[config.mk]
export PLATFORM = sky130hd
export DESIGN_NAME = fetch_frontend_top
export DESIGN_NICKNAME = d
export VERILOG_FILES = /design/src/fetch_pkg.sv /design/src/fetch_frontend_top.sv /design/src/fetch_queue.sv /design/src/fetch_predecode.sv /design/src/fetch_pc_gen.sv
export SDC_FILE = /design/constraint.sdc
export NUM_CORES = 2
export LEC_CHECK = 0
export BUFFER_PORTS_ARGS = -buffer_cell sky130_fd_sc_hd__buf_2
export CAP_MARGIN = 40
export CORE_MARGIN = 5
export CORE_UTILIZATION = 40
export DETAILED_ROUTE_END_ITERATION = 12
export RECOVER_POWER = 100
export SYNTH_ARGS = -nofsm -noshare
export SYNTH_HDL_FRONTEND = slang
export SYNTH_SLANG_ARGS = --single-unit
[constraint.sdc]
create_clock -name clk -period 6.65 [get_ports clk]
set_clock_uncertainty 0.2 [all_clocks]
set_input_delay 0.665 -clock clk [delete_from_list [all_inputs] [get_ports clk]]
set_output_delay 0.665 -clock clk [all_outputs]
set_load 0.005 [all_outputs]
[src/fetch_pkg.sv]
package fetch_pkg;

    // ------------------------------
    // Widths and constants
    // ------------------------------
    localparam int addr_w          = 32;
    localparam int inst_w          = 32;
    localparam int queue_depth     = 16;
    localparam int queue_ptr_w     = 4;
    localparam int queue_cnt_w     = 5;
    localparam int req_room        = 4;  // Free entries needed before a new request
    localparam int kernel_base_bit = 31;

    localparam logic [5:0]        branch_opcode = 6'b010110;
    localparam logic [addr_w-1:0] reset_pc      = 32'h1c000000;

    // ------------------------------
    // Types
    // ------------------------------
    typedef logic [addr_w-1:0]      addr_t;
    typedef logic [inst_w-1:0]      inst_t;
    typedef logic [1:0]             plv_t;
    typedef logic [queue_cnt_w-1:0] qcnt_t;
    typedef logic [1:0]             take_t;

    typedef enum logic [1:0] {
        EXCP_NONE,
        EXCP_ADEF,  // Fetch address not word aligned
        EXCP_PRIV   // User level fetch from the kernel half
    } excp_e;

    typedef enum logic {
        PC_IDLE,
        PC_WAIT
    } pc_state_e;

    typedef struct packed {
        logic  valid;
        addr_t pc;
    } icache_req_s;

    typedef struct packed {
        logic        valid;
        addr_t       pc;
        inst_t [1:0] data;  // Index 0 is the word at the lower address
    } icache_resp_s;

    typedef struct packed {
        logic  taken;
        addr_t target;
    } pred_s;

    typedef struct packed {
        logic  valid;
        addr_t pc;
        addr_t npc;
        inst_t inst;
        pred_s pred;
        excp_e excp;
        plv_t  plv;
    } fetch_entry_s;

    typedef struct packed {
        fetch_entry_s [1:0] slot;  // Slot 0 is the older instruction
    } fetch_packet_s;

    typedef struct packed {
        logic  valid;
        addr_t target;
    } redirect_s;

endpackage
[src/fetch_frontend_top.sv]
module fetch_frontend_top (
    input  logic                     clk,
    input  logic                     arst_n,
    input  fetch_pkg::redirect_s     flush,
    input  fetch_pkg::plv_t          plv,
    input  fetch_pkg::icache_resp_s  icache_resp,
    input  fetch_pkg::take_t         issue_take,
    output fetch_pkg::icache_req_s   icache_req,
    output fetch_pkg::fetch_packet_s issue
);

    fetch_pkg::redirect_s     pred_redirect;
    fetch_pkg::fetch_packet_s packet;
    fetch_pkg::qcnt_t         free_cnt;
    fetch_pkg::icache_resp_s  resp_gated;
    logic                     resp_accept;

    // Stale responses never reach the predecoder
    always_comb begin
        resp_gated       = icache_resp;
        resp_gated.valid = icache_resp.valid & resp_accept;
    end

    fetch_pc_gen u_pc_gen (
        .clk               (clk),
        .arst_n            (arst_n),
        .flush             (flush),
        .pred_redirect     (pred_redirect),
        .icache_resp_valid (icache_resp.valid),
        .free_cnt          (free_cnt),
        .icache_req        (icache_req),
        .resp_accept       (resp_accept)
    );

    fetch_predecode u_predecode (
        .icache_resp   (resp_gated),
        .plv           (plv),
        .packet        (packet),
        .pred_redirect (pred_redirect)
    );

    fetch_queue u_queue (
        .clk         (clk),
        .arst_n      (arst_n),
        .flush_valid (flush.valid),
        .packet      (packet),
        .issue_take  (issue_take),
        .issue       (issue),
        .free_cnt    (free_cnt)
    );

endmodule

[src/fetch_queue.sv]
module fetch_queue (
    input  logic                     clk,
    input  logic                     arst_n,
    input  logic                     flush_valid,
    input  fetch_pkg::fetch_packet_s packet,
    input  fetch_pkg::take_t         issue_take,
    output fetch_pkg::fetch_packet_s issue,
    output fetch_pkg::qcnt_t         free_cnt
);

    typedef logic [fetch_pkg::queue_ptr_w-1:0] ptr_t;

    fetch_pkg::fetch_entry_s entries [fetch_pkg::queue_depth];

    ptr_t             head;
    ptr_t             tail;
    ptr_t             head_p1;
    ptr_t             tail_p1;
    ptr_t             head_next;
    ptr_t             tail_next;
    fetch_pkg::qcnt_t count;
    fetch_pkg::qcnt_t count_next;
    fetch_pkg::qcnt_t enq_cnt;
    fetch_pkg::qcnt_t deq_cnt;
    logic             wr0;
    logic             wr1;

    // ------------------------------
    // Enqueue and dequeue decode
    // ------------------------------
    always_comb begin
        wr0     = packet.slot[0].valid;
        wr1     = packet.slot[1].valid;
        enq_cnt = fetch_pkg::qcnt_t'(wr0) + fetch_pkg::qcnt_t'(wr1);
        deq_cnt = fetch_pkg::qcnt_t'(issue_take);
    end

    assign head_p1 = head + ptr_t'(1);  // Pointers wrap at the queue depth
    assign tail_p1 = tail + ptr_t'(1);

    always_comb begin
        head_next  = head + ptr_t'(issue_take);
        tail_next  = tail + ptr_t'(enq_cnt);
        count_next = count + enq_cnt - deq_cnt;
    end

    // ------------------------------
    // Pointers and occupancy
    // ------------------------------
    always_ff @(posedge clk or negedge arst_n) begin
        if (!arst_n) begin
            head  <= '0;
            tail  <= '0;
            count <= '0;
        end else if (flush_valid) begin
            head  <= '0;  // Flush wins over any enqueue or dequeue this cycle
            tail  <= '0;
            count <= '0;
        end else begin
            head  <= head_next;
            tail  <= tail_next;
            count <= count_next;
        end
    end

    // ------------------------------
    // Entry storage
    // ------------------------------
    always_ff @(posedge clk) begin
        if (wr0) begin
            entries[tail] <= packet.slot[0];
        end
        if (wr1) begin
            entries[tail_p1] <= packet.slot[1];  // Slot 1 only comes with slot 0
        end
    end

    // ------------------------------
    // Issue side
    // ------------------------------
    always_comb begin
        issue.slot[0]       = entries[head];
        issue.slot[1]       = entries[head_p1];
        issue.slot[0].valid = count != '0;
        issue.slot[1].valid = count > fetch_pkg::qcnt_t'(1);
    end

    assign free_cnt = fetch_pkg::qcnt_t'(fetch_pkg::queue_depth) - count;

endmodule

[src/fetch_predecode.sv]
module fetch_predecode (
    input  fetch_pkg::icache_resp_s  icache_resp,
    input  fetch_pkg::plv_t          plv,
    output fetch_pkg::fetch_packet_s packet,
    output fetch_pkg::redirect_s     pred_redirect
);

    // Backward direct branches are predicted taken, forward ones not taken
    function automatic fetch_pkg::pred_s predict(
        input fetch_pkg::inst_t word,
        input fetch_pkg::addr_t pc
    );
        fetch_pkg::pred_s p;
        fetch_pkg::addr_t offs;
        offs     = {{14{word[25]}}, word[25:10], 2'b00};
        p.taken  = (word[31:26] == fetch_pkg::branch_opcode) && word[25];
        p.target = pc + offs;
        return p;
    endfunction

    function automatic fetch_pkg::fetch_entry_s make_entry(
        input logic             valid,
        input fetch_pkg::addr_t pc,
        input fetch_pkg::inst_t word,
        input fetch_pkg::pred_s pred,
        input fetch_pkg::excp_e excp,
        input fetch_pkg::plv_t  plv
    );
        fetch_pkg::fetch_entry_s e;
        e.valid = valid;
        e.pc    = pc;
        e.npc   = pred.taken ? pred.target : pc + fetch_pkg::addr_t'(4);
        e.inst  = word;
        e.pred  = pred;
        e.excp  = excp;
        e.plv   = plv;
        return e;
    endfunction

    logic             misaligned;
    logic             priv;
    logic             hi_only;
    logic             v0;
    logic             v1;
    fetch_pkg::excp_e excp;
    fetch_pkg::addr_t pc1;
    fetch_pkg::inst_t word0;
    fetch_pkg::pred_s pred0;
    fetch_pkg::pred_s pred1;

    always_comb begin
        misaligned = icache_resp.pc[1:0] != 2'b00;
        priv       = icache_resp.pc[fetch_pkg::kernel_base_bit] && (plv == 2'd3);
        hi_only    = icache_resp.pc[2];  // Entered at the high word of the group

        if (misaligned) begin
            excp = fetch_pkg::EXCP_ADEF;
        end else if (priv) begin
            excp = fetch_pkg::EXCP_PRIV;
        end else begin
            excp = fetch_pkg::EXCP_NONE;
        end

        pc1   = {icache_resp.pc[fetch_pkg::addr_w-1:3], 3'b100};
        word0 = misaligned ? '0 : (hi_only ? icache_resp.data[1] : icache_resp.data[0]);

        pred0 = predict(word0, icache_resp.pc);
        pred1 = predict(icache_resp.data[1], pc1);
        if (excp != fetch_pkg::EXCP_NONE) begin
            pred0.taken = 1'b0;  // A faulting fetch never steers the PC
            pred1.taken = 1'b0;
        end

        v0 = icache_resp.valid;
        v1 = icache_resp.valid && !hi_only && !misaligned && !pred0.taken;

        packet.slot[0] = make_entry(v0, icache_resp.pc, word0, pred0, excp, plv);
        packet.slot[1] = make_entry(v1, pc1, icache_resp.data[1], pred1, excp, plv);

        // The youngest valid slot decides the redirect
        pred_redirect.valid  = v1 ? pred1.taken : (v0 && pred0.taken);
        pred_redirect.target = v1 ? pred1.target : pred0.target;
    end

endmodule

[src/fetch_pc_gen.sv]
module fetch_pc_gen (
    input  logic                   clk,
    input  logic                   arst_n,
    input  fetch_pkg::redirect_s   flush,
    input  fetch_pkg::redirect_s   pred_redirect,
    input  logic                   icache_resp_valid,
    input  fetch_pkg::qcnt_t       free_cnt,
    output fetch_pkg::icache_req_s icache_req,
    output logic                   resp_accept
);

    fetch_pkg::pc_state_e state;
    fetch_pkg::addr_t     pc;
    fetch_pkg::addr_t     seq_pc;
    logic                 stale;
    logic                 room_ok;

    // Next aligned group, also realigns a misaligned flush target
    assign seq_pc  = (pc + fetch_pkg::addr_t'(8)) & ~fetch_pkg::addr_t'(7);
    assign room_ok = free_cnt >= fetch_pkg::qcnt_t'(fetch_pkg::req_room);

    assign resp_accept = (state == fetch_pkg::PC_WAIT) && !stale;

    always_ff @(posedge clk or negedge arst_n) begin
        if (!arst_n) begin
            state      <= fetch_pkg::PC_IDLE;
            pc         <= fetch_pkg::reset_pc;
            stale      <= 1'b0;
            icache_req <= '0;
        end else begin
            icache_req.valid <= 1'b0;  // Requests are single cycle pulses
            case (state)
                fetch_pkg::PC_IDLE: begin
                    if (flush.valid) begin
                        pc <= flush.target;
                    end else if (room_ok) begin
                        icache_req.valid <= 1'b1;
                        icache_req.pc    <= pc;
                        state            <= fetch_pkg::PC_WAIT;
                    end
                end
                fetch_pkg::PC_WAIT: begin
                    if (icache_resp_valid) begin
                        state <= fetch_pkg::PC_IDLE;
                        stale <= 1'b0;
                        if (flush.valid) begin
                            pc <= flush.target;
                        end else if (!stale) begin
                            pc <= pred_redirect.valid ? pred_redirect.target : seq_pc;
                        end
                    end else if (flush.valid) begin
                        pc    <= flush.target;
                        stale <= 1'b1;  // The response in flight belongs to the old path
                    end
                end
                default: state <= fetch_pkg::PC_IDLE;
            endcase
        end
    end

endmodule

==> flow_summary_export.csv <==
group,metric,value,unit
critical_path,cp_max_fo,33,
grt,grt_pass1_vias,87280,
drt,avgViaCountPerCell,7.31,
synth,syn_nets,8248,
final_layout,regArea,63500,um^2
grt,grt_usage,0.312,
grt,grt_use_met1,0.399,
critical_path,required,7.19,ns
synth,synth.top_cell.area_share,0.507,
outcome,status,"finished with violations",
final_layout,drive_above_1_share,0.276,
power_and_ir_drop,leakage,0.0426,uW
drt,vias,89543,
grt,antenna_found_initial,60,
synth,yosys_warnings,0,
placement,place.gp.congestion,0.968,
timing,final_max_slew_viol_count,2628,
cts,clock_latency,0.93,ns
placement,dpl_cell_area,127000,um^2
timing,worstMarginPinSlew,3.77,ns
cts,path_clk_slew,0.06,ns
floorplanning,ios,437,
timing,rsz0062_at_grt,"false",
final_layout,final_cell_area,134000,um^2
grt,grt_util_met3,0.116,
timing,max_freq,155,MHz
cts,ctsResizeCount,0,
timing,setup_viol,0,
timing,timing.slew.headroom,-1.52,
power_and_ir_drop,power.density,275,nW/um^2
final_layout,syn2layout_area_growth,12.1,%
outcome,violations,"capacitance limit, slew limit",
synth,syn_area,119000,um^2
floorplanning,initial_core_util,0.402,
flow_run,cap_violations,70,
synth,synth-edff-count,2016,
cts,cts_tree,"yes",
placement,io_buffers,436,
worst_hold_path,min_path_type,"input port to flop",
grt,overflow,0,
synth,ys_top_cells_by_count,"edfxtp_1 (2016), mux4_2 (1290), o22ai_1 (985)",
cts,max-clock-path-buffers,4,
grt,grt_pass1_wl,685,mm
floorplanning,core-area,297000,um^2
floorplanning,die_h,556,um
cts,cts.sinks,2144,
synth,ys_seq_elements,2144,
synth,syn_area_per_cell,14.9,um^2
final_layout,fin_nets,8309,
cts,htreeDepth,4,
synth,ys_types,89,
synth,synth_top_area_cell,"edfxtp_1",
timing,final.min_clock_period,6.45,ns
drt,drc,0,
synth,yosysMostFrequentCell,"edfxtp_1",
synth,synthFlopType,"edfxtp_1",
synth,synthTopCellsByArea,"edfxtp_1 (51%), mux4_2 (24%), o22ai_1 (5.2%), a22o_1 (3.4%), and2_1 (2.5%)",
critical_path,critPathArrivalTime,6.98,ns
drt,totalWireLength,498,mm
drt,drt_iter0_drc,16222,
critical_path,critPathLaunchType,"input port",
synth,synth-seq-area-share,0.532,
drt,ant_nets,0,
critical_path,crit_type,"input port to flop",
drt,drtPass1Iterations,8,
cts,cts-root-buf,"clkbuf_16",
grt,grt_util_met2,0.458,
final_layout,fillers,25816,
final_layout,multi_input_area,52300,um^2
cts,cts_made_buffers,235,
grt,grt_max_degree,145,
power_and_ir_drop,vdd_drop_max,0.230,mV
drt,wire_per_inst,40.6,um
synth,async_reset_ff_frac,0.0373,
timing,hold_violations,0,
floorplanning,dieArea,310000,um^2
floorplanning,row_count,200,
floorplanning,die_x,556,um
timing,setup_tns,0,ns
synth,syn_inst,8031,
timing,fin_crit_sh,0.970,
critical_path,endpoint_kind,"flop",
placement,dp_hpwl,286,mm
grt,gr-max-usage-layer,"met2",
-- final timing paths --
kind | cells after the start | start | endpoint | slack, ns
max in group asynchronous | 5 | arst_n | u_queue.tail[1]$_DFF_PN0_ | 1.53
hold / removal | 2 | icache_resp[89] | u_queue.entries[5][126]$_DFFE_PP_ | 0.07
setup / recovery | 12 | icache_resp[65] | u_queue.entries[3][88]$_DFFE_PP_ | 0.20
min in group asynchronous | 4 | arst_n | u_queue.head[0]$_DFF_PN0_ | 0.74
setup reg to reg | 8 | u_pc_gen.state$_DFF_PN0_ | u_queue.entries[13][129]$_DFFE_PP_ | 0.41
hold reg to reg | 2 | u_queue.entries[14][101]$_SDFFE_PP0P_ | u_queue.entries[14][101]$_SDFFE_PP0P_ | 0.28
-- cells by family (layout without fill, tap and decap cells) --
kind of cell / after synthesis / in the layout / share of synthesized area
compound gates: 1885 / 1885 / 0.108
other cells: 0 / 33 / 0
xor+xnor: 125 / 125 / 0.00954
flops: 2144 / 2144 / 0.532
mux: 1346 / 1346 / 0.248
buf+inv: 1078 / 1332 / 0.0363
simple gates: 1372 / 1372 / 0.0574
fa+ha+maj: 81 / 81 / 0.00874
-- flip-flops by register name, summed over array words and instances (netlist names) --
name / cells
u_pc_gen.icache_req: 33
u_pc_gen.pc: 32
u_pc_gen.stale: 1
u_pc_gen.state: 1
u_queue.count: 5
u_queue.entries: 2064
u_queue.head: 4
u_queue.tail: 4
-- per-layer routing --
layer,part of all wire,vias up,wire (um)
met5,0.0012,-,581
met4,0.072,42,35600
met3,0.16,1966,79700
met2,0.43,8543,214000
met1,0.34,45659,167000
li1,-,33333,-
-- timing repair --
item	4_1_cts	5_1_grt
hold buffers	43	0
hold endpoints to repair	169	0
buffers inserted	0	0
-- power by group --
part,switching (uW),internal (uW)
Clock,5770,7250
Sequential,303,15000
Combinational,5220,3340
-- final cells by class --
cell class / instances / share of cell area
tap: 3939 / 0.0368
antenna: 33 / 0.000617
multi-input combinational: 4809 / 0.391
clock inverter: 127 / 0.00859
clock buffer: 303 / 0.0472
inverter: 61 / 0.00244
sequential: 2144 / 0.474
timing repair buffer: 841 / 0.0395
-- critical path, cell delays in order --
cell and delay [ns]:
dlygate4sd3_1 0.59, buf_2 0.28, or2_2 0.48, buf_4 0.38, a21oi_1 0.37, or4b_1 0.34
nand3_4 0.17, inv_1 0.54, buf_4 0.50, nand2_1 1.58, buf_12 0.73, o22ai_1 0.21
-- per-stage QoR --
step                      hold WS (ns)  total power [uW]  instances  utilization  worst slack [ns]
after CTS                       0.0292             36900      12221        0.455              1.23
after global routing            0.0639             37800      12239        0.451             0.436
final                           0.0725             36900      12257        0.451             0.202
after global placement           0.255             24000      11696        0.426             0.667
after detailed placement         0.257             24100      11748        0.429             0.988
after floorplan                  0.169             20500       8031            -            0.0189
-- layout by cell type, fill, tap and decap left out, types with 234 or more instances in the layout --
| master | n |
|---|---|
| edfxtp_1 | 2016 |
| mux4_2 | 1290 |
| o22ai_1 | 985 |
| a22o_1 | 466 |
| and2_1 | 345 |
| clkbuf_1 | 343 |
| nand2_1 | 331 |
| nor2_1 | 287 |
| clkbuf_16 | 238 |
| buf_2 | 234 |
Power figures use the tool's default switching activity.
